[src/rtl/mips_pkg.sv]
package mips_pkg;

  // data memory depth in 32-bit words, top level may override
  localparam int DMEM_WORDS = 64;

  // r-type funct codes that the core accepts
  localparam logic [5:0] F_ADD  = 6'b100000;
  localparam logic [5:0] F_ADDU = 6'b100001;
  localparam logic [5:0] F_SUB  = 6'b100010;
  localparam logic [5:0] F_SUBU = 6'b100011;
  localparam logic [5:0] F_AND  = 6'b100100;
  localparam logic [5:0] F_OR   = 6'b100101;
  localparam logic [5:0] F_XOR  = 6'b100110;
  localparam logic [5:0] F_NOR  = 6'b100111;
  localparam logic [5:0] F_SLT  = 6'b101010;
  localparam logic [5:0] F_SLTU = 6'b101011;

  // aluop upper nibble, immediate operation select
  localparam logic [3:0] IOP_ADD  = 4'b0000;
  localparam logic [3:0] IOP_AND  = 4'b0001;
  localparam logic [3:0] IOP_OR   = 4'b0010;
  localparam logic [3:0] IOP_XOR  = 4'b0011;
  localparam logic [3:0] IOP_SLT  = 4'b0110;
  localparam logic [3:0] IOP_LUI  = 4'b0111;
  localparam logic [3:0] IOP_SLTU = 4'b1001;

  // aluop low bits, instruction class
  localparam logic [1:0] ALUOP_MEM   = 2'b00; // load / store address add
  localparam logic [1:0] ALUOP_RTYPE = 2'b10; // op from funct
  localparam logic [1:0] ALUOP_IMM   = 2'b11; // op from upper nibble

  // loadsig, also the store width
  localparam logic [1:0] W_WORD = 2'b00;
  localparam logic [1:0] W_HALF = 2'b01;
  localparam logic [1:0] W_BYTE = 2'b10;

  typedef struct packed {
    logic [5:0] opcode;
    logic [4:0] rs;
    logic [4:0] rt;
    logic [4:0] rd;
    logic [4:0] shamt;
    logic [5:0] funct;
  } r_fields_t;

  typedef struct packed {
    logic [5:0]  opcode;
    logic [4:0]  rs;
    logic [4:0]  rt;
    logic [15:0] imm;
  } i_fields_t;

  // one instruction word, seen as r-type or i-type
  typedef union packed {
    r_fields_t r;
    i_fields_t i;
  } instr_u;

  typedef struct packed {
    logic       regdst;   // 1: dest is rd, 0: dest is rt
    logic       regwrite;
    logic       alusrc;   // 1: operand b is the immediate
    logic       memread;
    logic       memwrite;
    logic       memtoreg; // 1: write back load data
    logic       ifsign;   // 1: sign extend imm
    logic [1:0] loadsig;  // access width
    logic [5:0] aluop;
  } ctrl_t;

  typedef struct packed {
    logic        valid;
    ctrl_t       ctrl;
    logic [4:0]  rs;
    logic [4:0]  rt;
    logic [4:0]  dst;
    logic [31:0] opa;     // rs value from register file
    logic [31:0] opb;     // rt value from register file
    logic [31:0] imm;     // already extended
    logic [5:0]  funct;
  } id_ex_t;

  typedef struct packed {
    logic        valid;
    ctrl_t       ctrl;
    logic [4:0]  dst;
    logic [31:0] alu_res; // result or byte address
    logic [31:0] st_data; // forwarded rt
  } ex_mem_t;

  typedef struct packed {
    logic        valid;
    logic        regwrite;
    logic [4:0]  dst;
    logic [31:0] data;
  } mem_wb_t;

endpackage

[src/rtl/mips_memory_stage.sv]
module mips_memory_stage #(
  parameter int DMEM_WORDS = mips_pkg::DMEM_WORDS
) (
  input  logic              i_clk,
  input  logic              i_rst_n,
  input  mips_pkg::ex_mem_t i_ex_mem,
  output mips_pkg::mem_wb_t o_mem_wb,
  output logic              o_st_valid,
  output logic [29:0]       o_st_addr,   // word address
  output logic [31:0]       o_st_data,   // replicated into lanes
  output logic [3:0]        o_st_be
);
  import mips_pkg::*;

  localparam int ADDR_W = $clog2(DMEM_WORDS);

  logic [31:0]       dmem [DMEM_WORDS];
  logic [ADDR_W-1:0] widx;      // word index into dmem
  logic [1:0]        boff;      // byte offset in the word
  logic [31:0]       rd_word;
  logic [31:0]       ld_data;

  assign widx    = i_ex_mem.alu_res[ADDR_W+1:2];
  assign boff    = i_ex_mem.alu_res[1:0];
  assign rd_word = dmem[widx]; // async read in the mem cycle

  assign o_st_valid = i_ex_mem.valid && i_ex_mem.ctrl.memwrite;
  assign o_st_addr  = i_ex_mem.alu_res[31:2];

  always_comb begin
    o_st_be   = 4'b1111;
    o_st_data = i_ex_mem.st_data;
    case (i_ex_mem.ctrl.loadsig)
      W_HALF: begin
        o_st_be   = boff[1] ? 4'b1100 : 4'b0011;
        o_st_data = {2{i_ex_mem.st_data[15:0]}};
      end
      W_BYTE: begin
        o_st_be   = 4'b0001 << boff;
        o_st_data = {4{i_ex_mem.st_data[7:0]}};
      end
      default: ;
    endcase
  end

  always_ff @(posedge i_clk or negedge i_rst_n) begin
    if (!i_rst_n) begin
      for (int k = 0; k < DMEM_WORDS; k++) begin
        dmem[k] <= '0;
      end
    end else if (o_st_valid) begin
      for (int b = 0; b < 4; b++) begin
        if (o_st_be[b]) dmem[widx][8*b +: 8] <= o_st_data[8*b +: 8];
      end
    end
  end

  // lbu / lhu pick a lane and zero extend
  always_comb begin
    ld_data = rd_word;
    case (i_ex_mem.ctrl.loadsig)
      W_BYTE:  ld_data = {24'h0, rd_word[8*boff +: 8]};
      W_HALF:  ld_data = {16'h0, (boff[1] ? rd_word[31:16] : rd_word[15:0])};
      default: ;
    endcase
  end

  always_ff @(posedge i_clk or negedge i_rst_n) begin
    if (!i_rst_n) begin
      o_mem_wb <= '0;
    end else begin
      o_mem_wb.valid    <= i_ex_mem.valid;
      o_mem_wb.regwrite <= i_ex_mem.valid && i_ex_mem.ctrl.regwrite;
      o_mem_wb.dst      <= i_ex_mem.dst;
      o_mem_wb.data     <= i_ex_mem.ctrl.memtoreg ? ld_data : i_ex_mem.alu_res;
    end
  end

  a_sw_align: assert property (
    @(posedge i_clk) disable iff (!i_rst_n)
    (o_st_valid && i_ex_mem.ctrl.loadsig == W_WORD) |-> (boff == 2'b00)
  );

  // address built in execute must land inside the array
  a_in_range: assert property (
    @(posedge i_clk) disable iff (!i_rst_n)
    (i_ex_mem.valid && (i_ex_mem.ctrl.memread || i_ex_mem.ctrl.memwrite))
      |-> (i_ex_mem.alu_res[31:2] < DMEM_WORDS)
  );

endmodule

[config.mk]
export PLATFORM = sky130hd
export DESIGN_NAME = mips_memory_stage
export DESIGN_NICKNAME = d
export VERILOG_FILES = /design/src/rtl/mips_pkg.sv /design/src/rtl/mips_memory_stage.sv
export SDC_FILE = /design/constraint.sdc
export NUM_CORES = 2
export LEC_CHECK = 0
export BUFFER_PORTS_ARGS = -buffer_cell sky130_fd_sc_hd__buf_2
export CAP_MARGIN = 20
export CORE_UTILIZATION = 50
export DETAILED_ROUTE_END_ITERATION = 7
export PLACE_DENSITY_LB_ADDON = 0.2
export SLEW_MARGIN = 20
export SYNTH_ARGS = -nofsm -noshare
export SYNTH_HDL_FRONTEND = slang
export SYNTH_SLANG_ARGS = --single-unit
[constraint.sdc]
create_clock -name i_clk -period 3.15 [get_ports i_clk]
set_input_delay 0.4725 -clock i_clk [delete_from_list [all_inputs] [get_ports i_clk]]
set_output_delay 0.4725 -clock i_clk [all_outputs]
set_load 0.01 [all_outputs]
* Word level (Yosys, flattened, before mapping)
Cells that the tools add are included.
Word-level totals: register bits after elaboration 2087, bits of input ports 87, output and inout bits 106
Cells by class: magnitude comparators 2, equal/unequal tests 2, shift-type cells 2, mux-type cells 28, bitwise gates (word level) 1, reductions and logical operators 3
Operators by type and width (count):
- 2048-bit two-way mux | 7
- 2048-bit bitwise mux | 4
- 32-bit demux with 6-bit select | 4
- 32-bit binary-select mux with 6-bit select | 1
- 32-bit two-way mux | 4
- 32-bit one-hot mux with 2 select lines | 2
- 16-bit two-way mux | 2
- 32-bit by 6-bit variable part select with 8-bit output | 1
- 24-bit two-way mux | 1
- 8-bit two-way mux | 1
- 4-bit one-hot mux with 2 select lines | 1
- 7-bit >= comparator (second input constant) | 1
- 7-bit by 1-bit less-than comparator with 1-bit output (second input constant) | 1
- 6-bit inverter with 7-bit output | 1
- 4-bit two-way mux | 1
- 1-bit by 2-bit left shift with 4-bit output (first input constant) | 1
- 1-bit logical AND | 3
- 2-bit by 1-bit == test with 1-bit output (second input constant) | 1
- 2-bit == test (second input constant) | 1

* Logic depth before layout (Yosys ltp)
depth after elaboration 16, mapped depth 14, gate-level depth less buffers 8

* Worst setup path after synthesis
Ideal clock, no wire load.
path type input-to-reg, start input port i_ex_mem[35] (netlist name), end register o_mem_wb[5] (netlist name), setup time 126 ps, arrival time 2821 ps, slack 203 ps, cell stages on the path 11, buffers on the path 4, path through buf_4 > buf_4 > buf_2 > buf_1 > mux4_2 > nand2_1 > a21oi_1 > a2111o_1 > nor3_1 > o21ai_0 > o32a_1
On the way: word-level cells in the longest chain between the ends 7, elaborated cells on any way between the ends 8, those cells by class shift (1); mux (6); bitwise (1)
RTL lines:
- from (decl) | RTL line mips_memory_stage.sv:6 | input mips_pkg::ex_mem_t i_ex_mem,
- 6-bit inverter with 7-bit output (not written as such) * | RTL line mips_memory_stage.sv:25 | assign rd_word = dmem[widx];
- 32-bit binary-select mux with 6-bit select * | RTL line mips_memory_stage.sv:25
- 32-bit two-way mux (not written as such) * (2 in series) | RTL line mips_memory_stage.sv:25
- 32-bit by 6-bit variable part select with 8-bit output / 16-bit two-way mux (equally long branches) | RTL line mips_memory_stage.sv:62, mips_memory_stage.sv:63
- 32-bit one-hot mux with 2 select lines * | RTL line mips_memory_stage.sv:61 | case (i_ex_mem.ctrl.loadsig)
- 32-bit two-way mux * | RTL line mips_memory_stage.sv:75 | o_mem_wb.data <= i_ex_mem.ctrl.memtoreg ? ld_data : i_ex_mem.alu_res;
- to (decl) | RTL line mips_memory_stage.sv:7 | output mips_pkg::mem_wb_t o_mem_wb,
Every way passes the cells marked *; elsewhere a longest branch is shown, timed or not. The select of a mux whose other input is x is not followed. A chain may end at the register's enable or synchronous reset.

* Worst setup path after layout
start register dmem[887] (netlist name), end register o_mem_wb[7] (netlist name)
On the way: word-level cells in the longest chain between the ends 6, elaborated cells on any way between the ends 7, those cells by class shift (1); mux (6)
RTL lines:
- from (decl) | RTL line mips_memory_stage.sv:17 | logic [31:0] dmem [DMEM_WORDS];
- from (signal, indexed assignment) | RTL line mips_memory_stage.sv:53 | if (o_st_be[b]) dmem[widx][8*b +: 8] <= o_st_data[8*b +: 8];
- 32-bit binary-select mux with 6-bit select * | RTL line mips_memory_stage.sv:25
- 32-bit two-way mux (not written as such) * (2 in series) | RTL line mips_memory_stage.sv:25
- 32-bit by 6-bit variable part select with 8-bit output / 16-bit two-way mux (equally long branches) | RTL line mips_memory_stage.sv:62, mips_memory_stage.sv:63
- 32-bit one-hot mux with 2 select lines * | RTL line mips_memory_stage.sv:61
- 32-bit two-way mux * | RTL line mips_memory_stage.sv:75
Marked as above.

==> impl_results.md <==
- EDFF count, synth: 0
- Family with the most delay on the worst path: compound AO/OA/AOI/OAI gates
- Vias: 73252
- CTS Sinks: 2087
- Critical path endpoint category: flop
- Overall routing resource usage: 37.58%
- Synth area leader: dfrtp_1
- Rows: 158
- Pre-antenna DRT Iters: 8
- Peak VDD IR: 0.5704 mV
- Worst-path cell with the longest stage delay: a222oi_1
- DRT Wirelength: 353300 microns
- Final GP Congestion: 0.9972
- # DRC: 1
- Die ar.: 188600 sq um
- FF/Latch Area: 52230 sq um
- Max-slew violations: 0
- # fillers: 14864
- Synth Flop Type: dfrtp_1
- PnR worst setup slack: -0.1321 ns
- Avg Vias per Cell: 6.360
- Minimum clock period: 3.282 ns
- CORE AREA: 185400 sq um
- Routed len/inst: 30.68 microns
- Vias in the first global route: 72128
- Iter 0 DRT Violations: 8561
- Crit Path Max Fanout: 2
- Top cells by area, synth: dfrtp_1 (56%), mux2_2 (14%), a21oi_1 (5.5%), nor2_1 (4.6%), mux4_2 (2.8%)
- Critical Path Source Type: flop
- Starting Density: 50.39%
- Global-route wire length before repair: 511200 microns
- Failing checks: DRC, setup timing
- Most frequent CP cell: a221o_1
- Final Skew: 0.04566 ns
- Post-synthesis async set-or-reset flop share: 100.0%
- Syn Area/Cell: 11.56 sq um
- Setup-failing EPs final: 1
- Register bit total from synthesis: 2087
- Multi-input gate area: 38140 sq um
- Most common cell after layout, fill and taps aside: dfrtp_1
- Pin count of the biggest net entering global routing: 138
- Share of layout cells above drive strength 1: 33.24%
- WP buf/inv: 1
- Worst setup path category: reg2reg
- Clk root buf: clkbuf_16
- Syn nets: 8170
- CTS Buf Count: 221
- Final Hold Fails: 0
- Die Y: 434.3 microns
- ANT nets after route: 0
- Initial antenna violation count: 19
- Crit path required time: 3.90 ns
- Grt total ovfl: 0
- YS warnings: 0
- Worst slew pin tran: 1.110 ns
- Die W: 434.3 microns
- Nets@finish: 8946
- CP max stage delay: 0.70 ns
- Clock latency on the worst-skew pair: 0.88 ns
- CTS Buffer Depth: 3
- Cells after synthesis: 8081
- Crit path cell chain: mux2_4 -> a221o_1 -> a222oi_1 -> buf_4 -> o22ai_2 -> or4b_4 -> a221o_1 -> a211o_1
- Most frequent cells in the layout: dfrtp_1 (2087), mux2_2 (1159), nor2_1 (1151)
- Dpl hpwl: 249500 microns
- TritonCTS clock tree: done
- Slew headroom: 25.80%
- Status: complete, but fails checks
- Fmax: 304.7 MHz
- P_leak: 53.67 nW
- Share of the synthesized area in the top cell type: 55.89%
- Final Util: 61.33%
- Layout area overhead: 21.72%
- Final period util: 104.2%
- Reg clk slew, reported paths: 0.06 ns
- Clock H-tree levels: 4
- IO Pins: 193
- Max-cap violations: 0
- Sequential element share of the synthesized area: 55.89%
- IO Port Bufs: 182
- Worst Path Arrival: 4.04 ns
- Total power: 65.75 mW
- PD cells: 578.1 nW/um^2
- Post-Syn Area: 93440 sq um
- Yosys cell types: 76
- Hold WC Path Type: in2reg
- RSZ-0062 raised after global routing: yes
-- cell usage after synthesis (all sizes together), types with 5 or more instances --
| master | n |
|---|---|
| nor3 | 19 |
| a31oi | 42 |
| nand2b | 26 |
| nand3b | 11 |
| clkbuf | 416 |
| o2bb2ai | 31 |
| a21o | 5 |
| mux2 | 1164 |
| mux2i | 197 |
| o22a | 20 |
| and3 | 9 |
| nor3b | 14 |
| mux4 | 116 |
| nand3 | 96 |
| nor2 | 1155 |
| o221ai | 22 |
| a221o | 66 |
| and3b | 9 |
| o31ai | 10 |
| o21a | 5 |
| a221oi | 162 |
| a211o | 6 |
| dfrtp | 2087 |
| nor4 | 7 |
| nand2 | 286 |
| a22o | 54 |
| o22ai | 63 |
| o21ai | 177 |
| a222oi | 20 |
| a41oi | 13 |
| inv | 29 |
| a22oi | 260 |
| nor2b | 10 |
| buf | 320 |
| and2 | 16 |
| nand4 | 16 |
| or2 | 10 |
| a21oi | 1018 |
| or3b | 5 |
| o211ai | 19 |
| a211oi | 11 |
-- registers in the layout (all words and copies together) (netlist names) --
register  flops
dmem       2048
o_mem_wb     39
-- tightest hold or removal path: cells and delay by family --
kind,cells,cell delay [ns]
buffers and inverters,2,0.35
AOI/OAI and AO/OA,1,0.08
-- metrics by stage --
stage          cells  hold WS (ns)  worst slack (ns)  cell area [sq um]  TNS (ns)
2_1_floorplan   8081        0.1769            0.2028              93440         0
3_3_place_gp   11084        0.4544            -1.278             105700    -20.57
3_5_place_dp   11084        0.4658           -0.9319             105700    -21.66
4_1_cts        11508       0.04269          -0.02742             113700  -0.02742
5_1_grt        11509       0.04033           -0.2246             113700   -0.2317
6_report       11518       0.09681           -0.1321             113700   -0.1321
-- where the power goes --
| group | total [mW] | leakage [nW] | internal, mW | switching (mW) |
|---|---|---|---|---|
| registers | 30.0 | 28.5 | 28.9 | 1.12 |
| clock network | 27.4 | 3.79 | 16.1 | 11.3 |
| logic | 8.37 | 21.4 | 3.32 | 5.05 |
-- what timing repair did --
action | 4_1_cts | 5_1_grt
setup buffers | 0 | 2
setup endpoints to repair | 3 | 10
hold endpoints to repair | 44 | 0
gates resized for setup | 6 | 4
pin swaps | 1 | 4
hold buffers | 29 | 0
-- per-layer routing --
layer	GRT usage (%)	vias to the layer above	wire length, microns
li1	-	30787	-
met1	49.22	37559	136100
met2	55.69	3851	155100
met3	9.318	1031	34790
met4	24.30	24	27270
met5	0	-	155
-- logic make-up (layout without fill, tap and decap cells) --
| kind of cell | Yosys count | in the layout | synth area share [%] |
|---|---|---|---|
| adders and majority gates | 2 | 2 | 0.02678 |
| AOI/OAI and AO/OA | 2041 | 2041 | 13.79 |
| muxes | 1477 | 1477 | 18.93 |
| buffers and inverters | 765 | 1713 | 3.778 |
| other | 0 | 9 | 0 |
| DFF | 2087 | 2087 | 55.89 |
| and+or+nand+nor | 1709 | 1709 | 7.581 |
-- final cells by class --
class	instances	share of cell area [%]
Sequential cell	2087	45.92
Multi-Input combinational cell	5229	33.53
Timing Repair Buffer	1289	10.93
Clock buffer	317	5.790
Tap cell	2480	2.728
Clock inverter	78	0.9715
Inverter	29	0.1045
Antenna cell	9	0.01980
-- worst paths after layout --
path	start	to	slack, ns	cells after the start
setup / recovery	dmem[887]	o_mem_wb[7]	-0.13	8
hold / removal	i_ex_mem[32]	o_mem_wb[0]	0.1	3
setup reg to reg	dmem[887]	o_mem_wb[7]	-0.13	8
hold reg to reg	dmem[168]	dmem[168]	0.48	2
max in group asynchronous	i_rst_n	dmem[1279]	1.64	3
min in group asynchronous	i_rst_n	dmem[1978]	0.26	2
No activity file was read; power rests on OpenSTA's default activity.
