<file path="config.mk">
export PLATFORM = sky130hd
export DESIGN_NAME = mips_decode_stage
export DESIGN_NICKNAME = d
export VERILOG_FILES = /design/src/rtl/mips_pkg.sv /design/src/rtl/mips_control.sv /design/src/rtl/mips_decode_stage.sv /design/src/rtl/mips_regfile.sv
export SDC_FILE = /design/constraint.sdc
export NUM_CORES = 2
export LEC_CHECK = 0
export ABC_AREA = 1
export BUFFER_PORTS_ARGS = -buffer_cell sky130_fd_sc_hd__buf_2
export CAP_MARGIN = 20
export CORE_MARGIN = 4
export CORE_UTILIZATION = 40
export CTS_CLUSTER_DIAMETER = 40
export CTS_CLUSTER_SIZE = 30
export DETAILED_ROUTE_END_ITERATION = 10
export PLACE_DENSITY = 0.58
export SLEW_MARGIN = 40
export SYNTH_ARGS = -nofsm -noshare
export SYNTH_HDL_FRONTEND = slang
export SYNTH_SLANG_ARGS = --single-unit
export TNS_END_PERCENT = 5
</file>
<file path="constraint.sdc">
create_clock -name i_clk -period 1.3 [get_ports i_clk]
set_clock_uncertainty 0.1 [all_clocks]
set_input_delay 0.39 -clock i_clk [delete_from_list [all_inputs] [get_ports i_clk]]
set_output_delay 0.39 -clock i_clk [all_outputs]
set_load 0.05 [all_outputs]
</file>
<file path="src/rtl/mips_pkg.sv">
package mips_pkg;

  // data memory depth in 32-bit words, top level may override
  localparam int DMEM_WORDS = 64;

  // r-type funct codes that the core accepts
  localparam logic [5:0] F_ADD  = 6'b100000;
  localparam logic [5:0] F_ADDU = 6'b100001;
  localparam logic [5:0] F_SUB  = 6'b100010;
  localparam logic [5:0] F_SUBU = 6'b100011;
  localparam logic [5:0] F_AND  = 6'b100100;
  localparam logic [5:0] F_OR   = 6'b100101;
  localparam logic [5:0] F_XOR  = 6'b100110;
  localparam logic [5:0] F_NOR  = 6'b100111;
  localparam logic [5:0] F_SLT  = 6'b101010;
  localparam logic [5:0] F_SLTU = 6'b101011;

  // aluop upper nibble, immediate operation select
  localparam logic [3:0] IOP_ADD  = 4'b0000;
  localparam logic [3:0] IOP_AND  = 4'b0001;
  localparam logic [3:0] IOP_OR   = 4'b0010;
  localparam logic [3:0] IOP_XOR  = 4'b0011;
  localparam logic [3:0] IOP_SLT  = 4'b0110;
  localparam logic [3:0] IOP_LUI  = 4'b0111;
  localparam logic [3:0] IOP_SLTU = 4'b1001;

  // aluop low bits, instruction class
  localparam logic [1:0] ALUOP_MEM   = 2'b00; // load / store address add
  localparam logic [1:0] ALUOP_RTYPE = 2'b10; // op from funct
  localparam logic [1:0] ALUOP_IMM   = 2'b11; // op from upper nibble

  // loadsig, also the store width
  localparam logic [1:0] W_WORD = 2'b00;
  localparam logic [1:0] W_HALF = 2'b01;
  localparam logic [1:0] W_BYTE = 2'b10;

  typedef struct packed {
    logic [5:0] opcode;
    logic [4:0] rs;
    logic [4:0] rt;
    logic [4:0] rd;
    logic [4:0] shamt;
    logic [5:0] funct;
  } r_fields_t;

  typedef struct packed {
    logic [5:0]  opcode;
    logic [4:0]  rs;
    logic [4:0]  rt;
    logic [15:0] imm;
  } i_fields_t;

  // one instruction word, seen as r-type or i-type
  typedef union packed {
    r_fields_t r;
    i_fields_t i;
  } instr_u;

  typedef struct packed {
    logic       regdst;   // 1: dest is rd, 0: dest is rt
    logic       regwrite;
    logic       alusrc;   // 1: operand b is the immediate
    logic       memread;
    logic       memwrite;
    logic       memtoreg; // 1: write back load data
    logic       ifsign;   // 1: sign extend imm
    logic [1:0] loadsig;  // access width
    logic [5:0] aluop;
  } ctrl_t;

  typedef struct packed {
    logic        valid;
    ctrl_t       ctrl;
    logic [4:0]  rs;
    logic [4:0]  rt;
    logic [4:0]  dst;
    logic [31:0] opa;     // rs value from register file
    logic [31:0] opb;     // rt value from register file
    logic [31:0] imm;     // already extended
    logic [5:0]  funct;
  } id_ex_t;

  typedef struct packed {
    logic        valid;
    ctrl_t       ctrl;
    logic [4:0]  dst;
    logic [31:0] alu_res; // result or byte address
    logic [31:0] st_data; // forwarded rt
  } ex_mem_t;

  typedef struct packed {
    logic        valid;
    logic        regwrite;
    logic [4:0]  dst;
    logic [31:0] data;
  } mem_wb_t;

endpackage

</file>
<file path="src/rtl/mips_control.sv">
module mips_control (
  input  logic [5:0]      i_opcode,
  input  logic [5:0]      i_funct,
  output mips_pkg::ctrl_t o_ctrl
);
  import mips_pkg::*;

  // opcodes in scope, jumps and branches not decoded
  localparam logic [5:0] OP_RTYPE = 6'b000000;
  localparam logic [5:0] OP_ADDI  = 6'b001000;
  localparam logic [5:0] OP_ADDIU = 6'b001001;
  localparam logic [5:0] OP_SLTI  = 6'b001010;
  localparam logic [5:0] OP_SLTIU = 6'b001011;
  localparam logic [5:0] OP_ANDI  = 6'b001100;
  localparam logic [5:0] OP_ORI   = 6'b001101;
  localparam logic [5:0] OP_XORI  = 6'b001110;
  localparam logic [5:0] OP_LUI   = 6'b001111;
  localparam logic [5:0] OP_LW    = 6'b100011;
  localparam logic [5:0] OP_LBU   = 6'b100100;
  localparam logic [5:0] OP_LHU   = 6'b100101;
  localparam logic [5:0] OP_SB    = 6'b101000;
  localparam logic [5:0] OP_SH    = 6'b101001;
  localparam logic [5:0] OP_SW    = 6'b101011;

  logic funct_ok; // r-type funct is one we execute

  assign funct_ok = i_funct inside {F_ADD, F_ADDU, F_SUB, F_SUBU, F_AND,
                                    F_OR, F_XOR, F_NOR, F_SLT, F_SLTU};

  always_comb begin
    o_ctrl = '0; // anything not listed becomes a bubble
    case (i_opcode)
      OP_RTYPE: begin
        if (funct_ok) begin
          o_ctrl.regdst   = 1'b1; // result to rd
          o_ctrl.regwrite = 1'b1;
          o_ctrl.aluop    = {IOP_ADD, ALUOP_RTYPE};
        end
      end
      OP_ADDI, OP_ADDIU: begin // no overflow trap, both just add
        o_ctrl.regwrite = 1'b1;
        o_ctrl.alusrc   = 1'b1;
        o_ctrl.ifsign   = 1'b1;
        o_ctrl.aluop    = {IOP_ADD, ALUOP_IMM};
      end
      OP_ANDI, OP_ORI, OP_XORI: begin
        o_ctrl.regwrite = 1'b1;
        o_ctrl.alusrc   = 1'b1; // ifsign stays 0, logic imm is zero extended
        case (i_opcode[1:0])
          2'b00:   o_ctrl.aluop = {IOP_AND, ALUOP_IMM};
          2'b01:   o_ctrl.aluop = {IOP_OR, ALUOP_IMM};
          default: o_ctrl.aluop = {IOP_XOR, ALUOP_IMM};
        endcase
      end
      OP_SLTI: begin
        o_ctrl.regwrite = 1'b1;
        o_ctrl.alusrc   = 1'b1;
        o_ctrl.ifsign   = 1'b1;
        o_ctrl.aluop    = {IOP_SLT, ALUOP_IMM};
      end
      OP_SLTIU: begin // imm still sign extended, compare is unsigned
        o_ctrl.regwrite = 1'b1;
        o_ctrl.alusrc   = 1'b1;
        o_ctrl.ifsign   = 1'b1;
        o_ctrl.aluop    = {IOP_SLTU, ALUOP_IMM};
      end
      OP_LUI: begin
        o_ctrl.regwrite = 1'b1;
        o_ctrl.alusrc   = 1'b1;
        o_ctrl.aluop    = {IOP_LUI, ALUOP_IMM};
      end
      OP_LW, OP_LBU, OP_LHU: begin
        o_ctrl.regwrite = 1'b1;
        o_ctrl.alusrc   = 1'b1;
        o_ctrl.memread  = 1'b1;
        o_ctrl.memtoreg = 1'b1;
        o_ctrl.ifsign   = 1'b1; // signed offset
        o_ctrl.aluop    = {IOP_ADD, ALUOP_MEM};
        if (i_opcode == OP_LBU) o_ctrl.loadsig = W_BYTE;
        else if (i_opcode == OP_LHU) o_ctrl.loadsig = W_HALF;
      end
      OP_SB, OP_SH, OP_SW: begin
        o_ctrl.alusrc   = 1'b1;
        o_ctrl.memwrite = 1'b1; // no regwrite for stores
        o_ctrl.ifsign   = 1'b1;
        o_ctrl.aluop    = {IOP_ADD, ALUOP_MEM};
        case (i_opcode[1:0]) // width from opcode low bits
          2'b00:   o_ctrl.loadsig = W_BYTE;
          2'b01:   o_ctrl.loadsig = W_HALF;
          default: o_ctrl.loadsig = W_WORD;
        endcase
      end
      default: ;
    endcase
  end

endmodule

</file>
<file path="src/rtl/mips_decode_stage.sv">
module mips_decode_stage (
  input  logic              i_clk,
  input  logic              i_rst_n,
  input  logic              i_instr_valid,
  input  mips_pkg::instr_u  i_instr,
  input  mips_pkg::mem_wb_t i_wb,     // write port from mem/wb
  output mips_pkg::id_ex_t  o_id_ex
);
  import mips_pkg::*;

  ctrl_t       ctrl;
  logic [4:0]  dst;
  logic [31:0] rda;
  logic [31:0] rdb;
  logic [31:0] imm_ext;

  mips_control mips_control_i (
    .i_opcode (i_instr.r.opcode),
    .i_funct  (i_instr.r.funct),
    .o_ctrl   (ctrl)
  );

  mips_regfile mips_regfile_i (
    .i_clk   (i_clk),
    .i_rst_n (i_rst_n),
    .i_ra    (i_instr.r.rs),
    .i_rb    (i_instr.r.rt),
    .o_rda   (rda),
    .o_rdb   (rdb),
    .i_wb    (i_wb)
  );

  assign dst = ctrl.regdst ? i_instr.r.rd : i_instr.i.rt; // rd for r-type

  // logic immediates arrive with ifsign clear and get zero extension
  assign imm_ext = ctrl.ifsign ? {{16{i_instr.i.imm[15]}}, i_instr.i.imm}
                               : {16'h0, i_instr.i.imm};

  always_ff @(posedge i_clk or negedge i_rst_n) begin
    if (!i_rst_n) begin
      o_id_ex <= '0;
    end else begin
      o_id_ex.valid <= i_instr_valid;
      o_id_ex.ctrl  <= ctrl;          // zero ctrl is a bubble
      o_id_ex.rs    <= i_instr.r.rs;
      o_id_ex.rt    <= i_instr.r.rt;
      o_id_ex.dst   <= dst;
      o_id_ex.opa   <= rda;
      o_id_ex.opb   <= rdb;
      o_id_ex.imm   <= imm_ext;
      o_id_ex.funct <= i_instr.r.funct;
    end
  end

  // a strobed word and the operands it reads must be fully known
  a_no_x: assert property (
    @(posedge i_clk) disable iff (!i_rst_n)
    i_instr_valid |-> !$isunknown({i_instr, rda, rdb})
  );

endmodule

</file>
<file path="src/rtl/mips_regfile.sv">
module mips_regfile (
  input  logic              i_clk,
  input  logic              i_rst_n,
  input  logic [4:0]        i_ra,
  input  logic [4:0]        i_rb,
  output logic [31:0]       o_rda,
  output logic [31:0]       o_rdb,
  input  mips_pkg::mem_wb_t i_wb
);

  logic [31:0] regs [32];
  logic        we;   // real write that skips r0

  assign we = i_wb.valid && i_wb.regwrite && (i_wb.dst != 5'd0);

  always_ff @(posedge i_clk or negedge i_rst_n) begin
    if (!i_rst_n) begin
      for (int k = 0; k < 32; k++) begin
        regs[k] <= '0;
      end
    end else if (we) begin
      regs[i_wb.dst] <= i_wb.data;
    end
  end

  // write-through so a reader three slots behind sees the new value
  assign o_rda = (we && (i_wb.dst == i_ra)) ? i_wb.data : regs[i_ra];
  assign o_rdb = (we && (i_wb.dst == i_rb)) ? i_wb.data : regs[i_rb];

endmodule

</file>
# Yosys cells after proc, flatten, opt, wreduce, memory -nomap -nowiden
# Index checks and enable logic that the tools add are counted.
# word_totals
ff_bits,1156
latchBits,0
ram_bits,0
romBits,0
inputBits,74
output_inout_bits,133
word_cells,125
n_memories,0
# op_classes
add_sub_neg,0
multipliers,0
n_div,0
order_cmp,4
n_eq_ne,27
shifts,0
mux,27
bitwise_logic,3
reduce_logical,16
# op_table
operator,n
$bwmux W1024,1
$bmux W32 S5,2
$mux W32,8
$demux W32 S5,1
$eq A6 B6 Y1 const B,16
$eq A6 B4 Y1 const B,8
$pmux W6 S6,1
$ge A6 B6 Y1 const B,3
$not A5 Y6,3
$reduce_or A14 Y1,1
$reduce_or A11 Y1,1
$eq A5 B5 Y1,2
$reduce_bool A10 Y1,1
$reduce_or A10 Y1,1
$reduce_or A3 Y1,3
$pmux W2 S2,2
$pmux W4 S2,1
$logic_not A6 Y1,1
$lt A6 B1 Y1 const B,1
$mux W1,6
$mux W2,3
$logic_and A1 B1 Y1,5
$mux W5,1
$reduce_bool A5 Y1,1
other kinds (4),4

# Logic depth before layout (Yosys ltp)
# depth
depth_word,6
depth_mapped,12
ltp_nobuf,9

# Modules after synthesis
# From an unflattened synthesis, not the netlist that was laid out.
# unflattened
cells_unflattened,8563
area_unflattened_um2,60444.2
# modules_own_cells
module,n_inst,cells_each,area_per_inst_um2,seq_area_each_um2
mips_regfile,1,8356,57171.1,25624.6
mips_decode_stage,1,151,3027.9,2802.7
mips_control,1,56,245.2,0.0

# Least setup slack after synthesis
# No wires, ideal clock.
# synth_path
path_type,input to register
start,input port i_wb[34] in the netlist's numbering
end,register mips_regfile_i.regs[481] in the netlist's numbering
setup_ps,133
t_arrival_ps,1632
required_time_ps,1067
path_slack_ps,-566
cell_stages,10
n_path_buf,2
cell_sequence,buf_4 -> nor3_4 -> nand2_1 -> nand2_2 -> inv_2 -> nand2_1 -> inv_2 -> nand2_2 -> buf_2 -> o21ai_0
# synth_via
elab_chain_cells,6
word_cells_on_any_way,9
classes_between,order compare: 2; mux: 3; bitwise: 1; reduce/logical: 3
# synth_lines
element,line_no,rtl
"start, declared",mips_decode_stage.sv:6,"input mips_pkg::mem_wb_t i_wb,"
$not A5 Y6 (not written as such),mips_regfile.sv:22,regs[i_wb.dst] <= i_wb.data;
$ge A6 B6 Y1 (not written as such) / $lt A6 B1 Y1 (equally long branches),mips_regfile.sv:22,
$logic_and A1 B1 Y1 (not written as such),mips_regfile.sv:22,
$mux W32 (not written as such),mips_regfile.sv:22,
$demux W32 S5,mips_regfile.sv:22,
$bwmux W1024,mips_regfile.sv:22,
"end signal, assigned by index",mips_regfile.sv:22,
"end, declared",mips_regfile.sv:11,logic [31:0] regs [32];
# Several ways; a longest one is shown, not always the timed one.
# A chain may end at the register's enable or synchronous reset.

==> flow_summary.ini <==
[worst_setup_path]
startpoint_type = flop
critical_path_depth = 2
crit_fanout = 8
path_class = flop to output port
crit_chain = buf_6, buf_6
end_kind = output port
path_common_cell = buf_6
regToRegSetupSlack_ps = -170
r2r-end = o_id_ex[47]
slowest_stage = dfrtp_2
ff2ff_path_depth = 9
cp.required_ps = 810
crit_end = o_id_ex[34]
rr_startpoint = mips_regfile_i.regs[777]
worst-path-buf-inv = 2
critical-path-top-delay-family = flip-flops
max_stage_delay_ps = 420
cp-startpoint = o_id_ex[36]
cp.arrival_ps = 1540

[placement]
dp_hpwl_mm = 169
routabilityCongestion = 0.929
port-buffer-count = 206
dpl_worst_slack_ps = -999
place_area_um2 = 72500

[sta]
finalSetupViolCount = 171
drv_slew = 0
finalHoldViolCount = 0
layout_setup_ws_ps = -733
achievable-frequency_mhz = 492
tns_ps = -80290
rsz0062_at_grt = yes
tightest_slew_ps = 507
final.period_utilization_pct = 156
max-slew-margin-rel_pct = 66.2
period_minus_slack_ps = 2030

[logic_synthesis]
seq_area_frac_synth_pct = 47.3
syn_inst = 8548
syn_nets = 8622
synth_top_cell_area_share_pct = 47.3
yosysUniqueCellTypes = 24
synth_area_per_cell_um2 = 7.03
synth_area_leaders = dfrtp_1 (47%), nand2_1 (23%), nand3_1 (15%)
synth_edf_count = 0
ys.flop_type = dfrtp_1
yosys_warnings = 0
ys_ff_latch = 1135
netlist_area_um2 = 60100
yosys-top-cells-count = nand2_1 (3703), nand3_1 (1756), dfrtp_1 (1135), o21ai_0 (904), clkbuf_1 (586)
synth_most_common_cell = nand2_1
async_reset_ff_share_pct = 100
yosys.area.top_type = dfrtp_1

[detailed_routing]
ant_nets = 0
viasPerCell = 5.68
wirelength_mm = 263
post-route-drc-count = 0
drt_iter0_markers = 8409
firstDrtPassIters = 6
vias = 65200
wire_per_inst_um = 22.9

[power_and_ir_drop]
p_clk_share_pct = 46.3
powerDensity_nw_per_um2 = 1470
p_switching_mw = 36.0
leakage_nw = 39.4
p_int_mw = 85.0
seqPwrFrac_pct = 35.4
peakVddDrop_mv = 0.975
switching_share_pct = 29.8
power_frac_comb_pct = 18.3

[floorplanning]
die_area_um2 = 157000
fp-row-count = 141
pin_count = 207
start_util_pct = 40.5
fp.dieW_um = 396
dieHeight_um = 396
core_um2 = 149000

[clock_tree]
cts_htree_levels = 4
cts_made_buffers = 195
cts_tree = yes
clock_sinks = 1135
cts_root_buf = clkbuf_16
clkSlewWorstSetupHoldPaths_ps = 50
clock_tree.buffer_depth = 3
clk_latency_ps = 810

[global_routing]
grt_pass1_vias = 62500
grt_overflow = 0
grt_max_degree = 69
grt_use_total_pct = 33.1
grt_first_pass_wirelength_mm = 398
antenna_found_initial = 7

[layout]
finish.utilization_pct = 55.3
nets = 9379
drive_above_1_share_pct = 20.0
fillCellCount = 13700
syn2layout_area_growth_pct = 36.7
design_area_um2 = 82200

[run]
drv_cap = 0

[worst_hold_path]
hp-class = input port to flop

[status]
violations = setup timing
status = complete, but fails checks
==> layout make-up <==
type                            count  area [um2]  share of cell area, %
Clock inverter                    138        1860                   2.26
Multi-Input combinational cell   6535       29300                   35.7
Antenna cell                        1        2.50                0.00305
Clock buffer                      232        5320                   6.48
Timing Repair Buffer             1351       14400                   17.5
Sequential cell                  1135       28400                   34.6
Tap cell                         2002        2500                   3.05
Inverter                           87         398                  0.484
==> worst register-to-register path: stages (launching register included) <==
cell	delay, ps
dfrtp_1	370
buf_4	130
nand2_1	50
nand3_1	90
nand3_1	100
nand2_1	60
nand2_1	60
nand3_1	180
nand3_2	170
nand2_1	60
==> cells in the final DEF, fill, tap and decap left out, drive strengths merged, types with 13 or more instances in the layout <==
master       Yosys  routed
o21ai         1002    1002
clkinvlp         0      15
bufinv           0      32
inv             86     120
buf            205    1288
dlygate4sd3      0      62
nor3            13      13
clkinv           1      58
dfrtp         1135    1135
nor2            16      16
nand2         3735    3735
nand3         1756    1756
clkbuf         586     233
==> cells by family (layout without fill, tap and decap cells) <==
kind of cell / count (synthesis) / in the layout / share of synthesized area [%]
and+or+nand+nor: 5526 / 5526 / 38.5
DFF: 1135 / 1135 / 47.3
AOI/OAI and AO/OA: 1005 / 1005 / 8.38
buffers and inverters: 878 / 1808 / 5.85
xor gates and xnor gates: 4 / 4 / 0.0583
other: 0 / 1 / 0
==> what timing repair did <==
item	CTS	global route
pin swaps	34	55
resized for setup	398	106
endpoints found under the hold margin	1378	0
buffers inserted	2	0
endpoints found under the setup margin	183	553
hold buffers	62	0
==> stage by stage <==
step	hold slack (ps)	cells	total power [mW]
2_1_floorplan	-5.59	8548	53.7
3_3_place_gp	136	11000	63.6
3_5_place_dp	132	11000	64.0
4_1_cts	77.0	11500	121
5_1_grt	113	11500	126
6_report	120	11500	121
==> state kept, by name, summed over array words and instances (netlist names) <==
register / flops
o_id_ex: 111
mips_regfile_i.regs: 1024
==> power by group through the flow <==
stage          Sequential [mW]  Combinational, mW  Clock [mW]
5_1_grt                   43.4               24.2        58.3
6_report                  42.9               22.1        56.0
2_1_floorplan             43.6               10.1           0
3_5_place_dp              43.2               20.8           0
3_3_place_gp              43.1               20.5           0
4_1_cts                   42.8               21.7        56.6
==> worst min-delay path by stage <==
stage	end	cells past startpoint	startpoint	slack (ps)
3_5_place_dp	o_id_ex[118]	1	i_rst_n	130
5_1_grt	o_id_ex[20]	2	i_instr[14]	110
3_3_place_gp	o_id_ex[118]	1	i_rst_n	140
2_1_floorplan	mips_regfile_i.regs[0]	0	i_rst_n	-6
6_report	o_id_ex[0]	2	i_instr[0]	120
4_1_cts	o_id_ex[2]	2	i_instr[2]	80
==> routing by layer <==
metal / global-route usage [%] / share of wire [%] / vias to the layer above
met1: 44.9 / 40 / 30900
met3: 7.86 / 12 / 852
li1: - / - / 29500
met5: 0 / 0.010 / -
met4: 15.4 / 5.2 / 4
met2: 50.0 / 43 / 3869
Note: power is estimated with default switching activity, not from simulation.
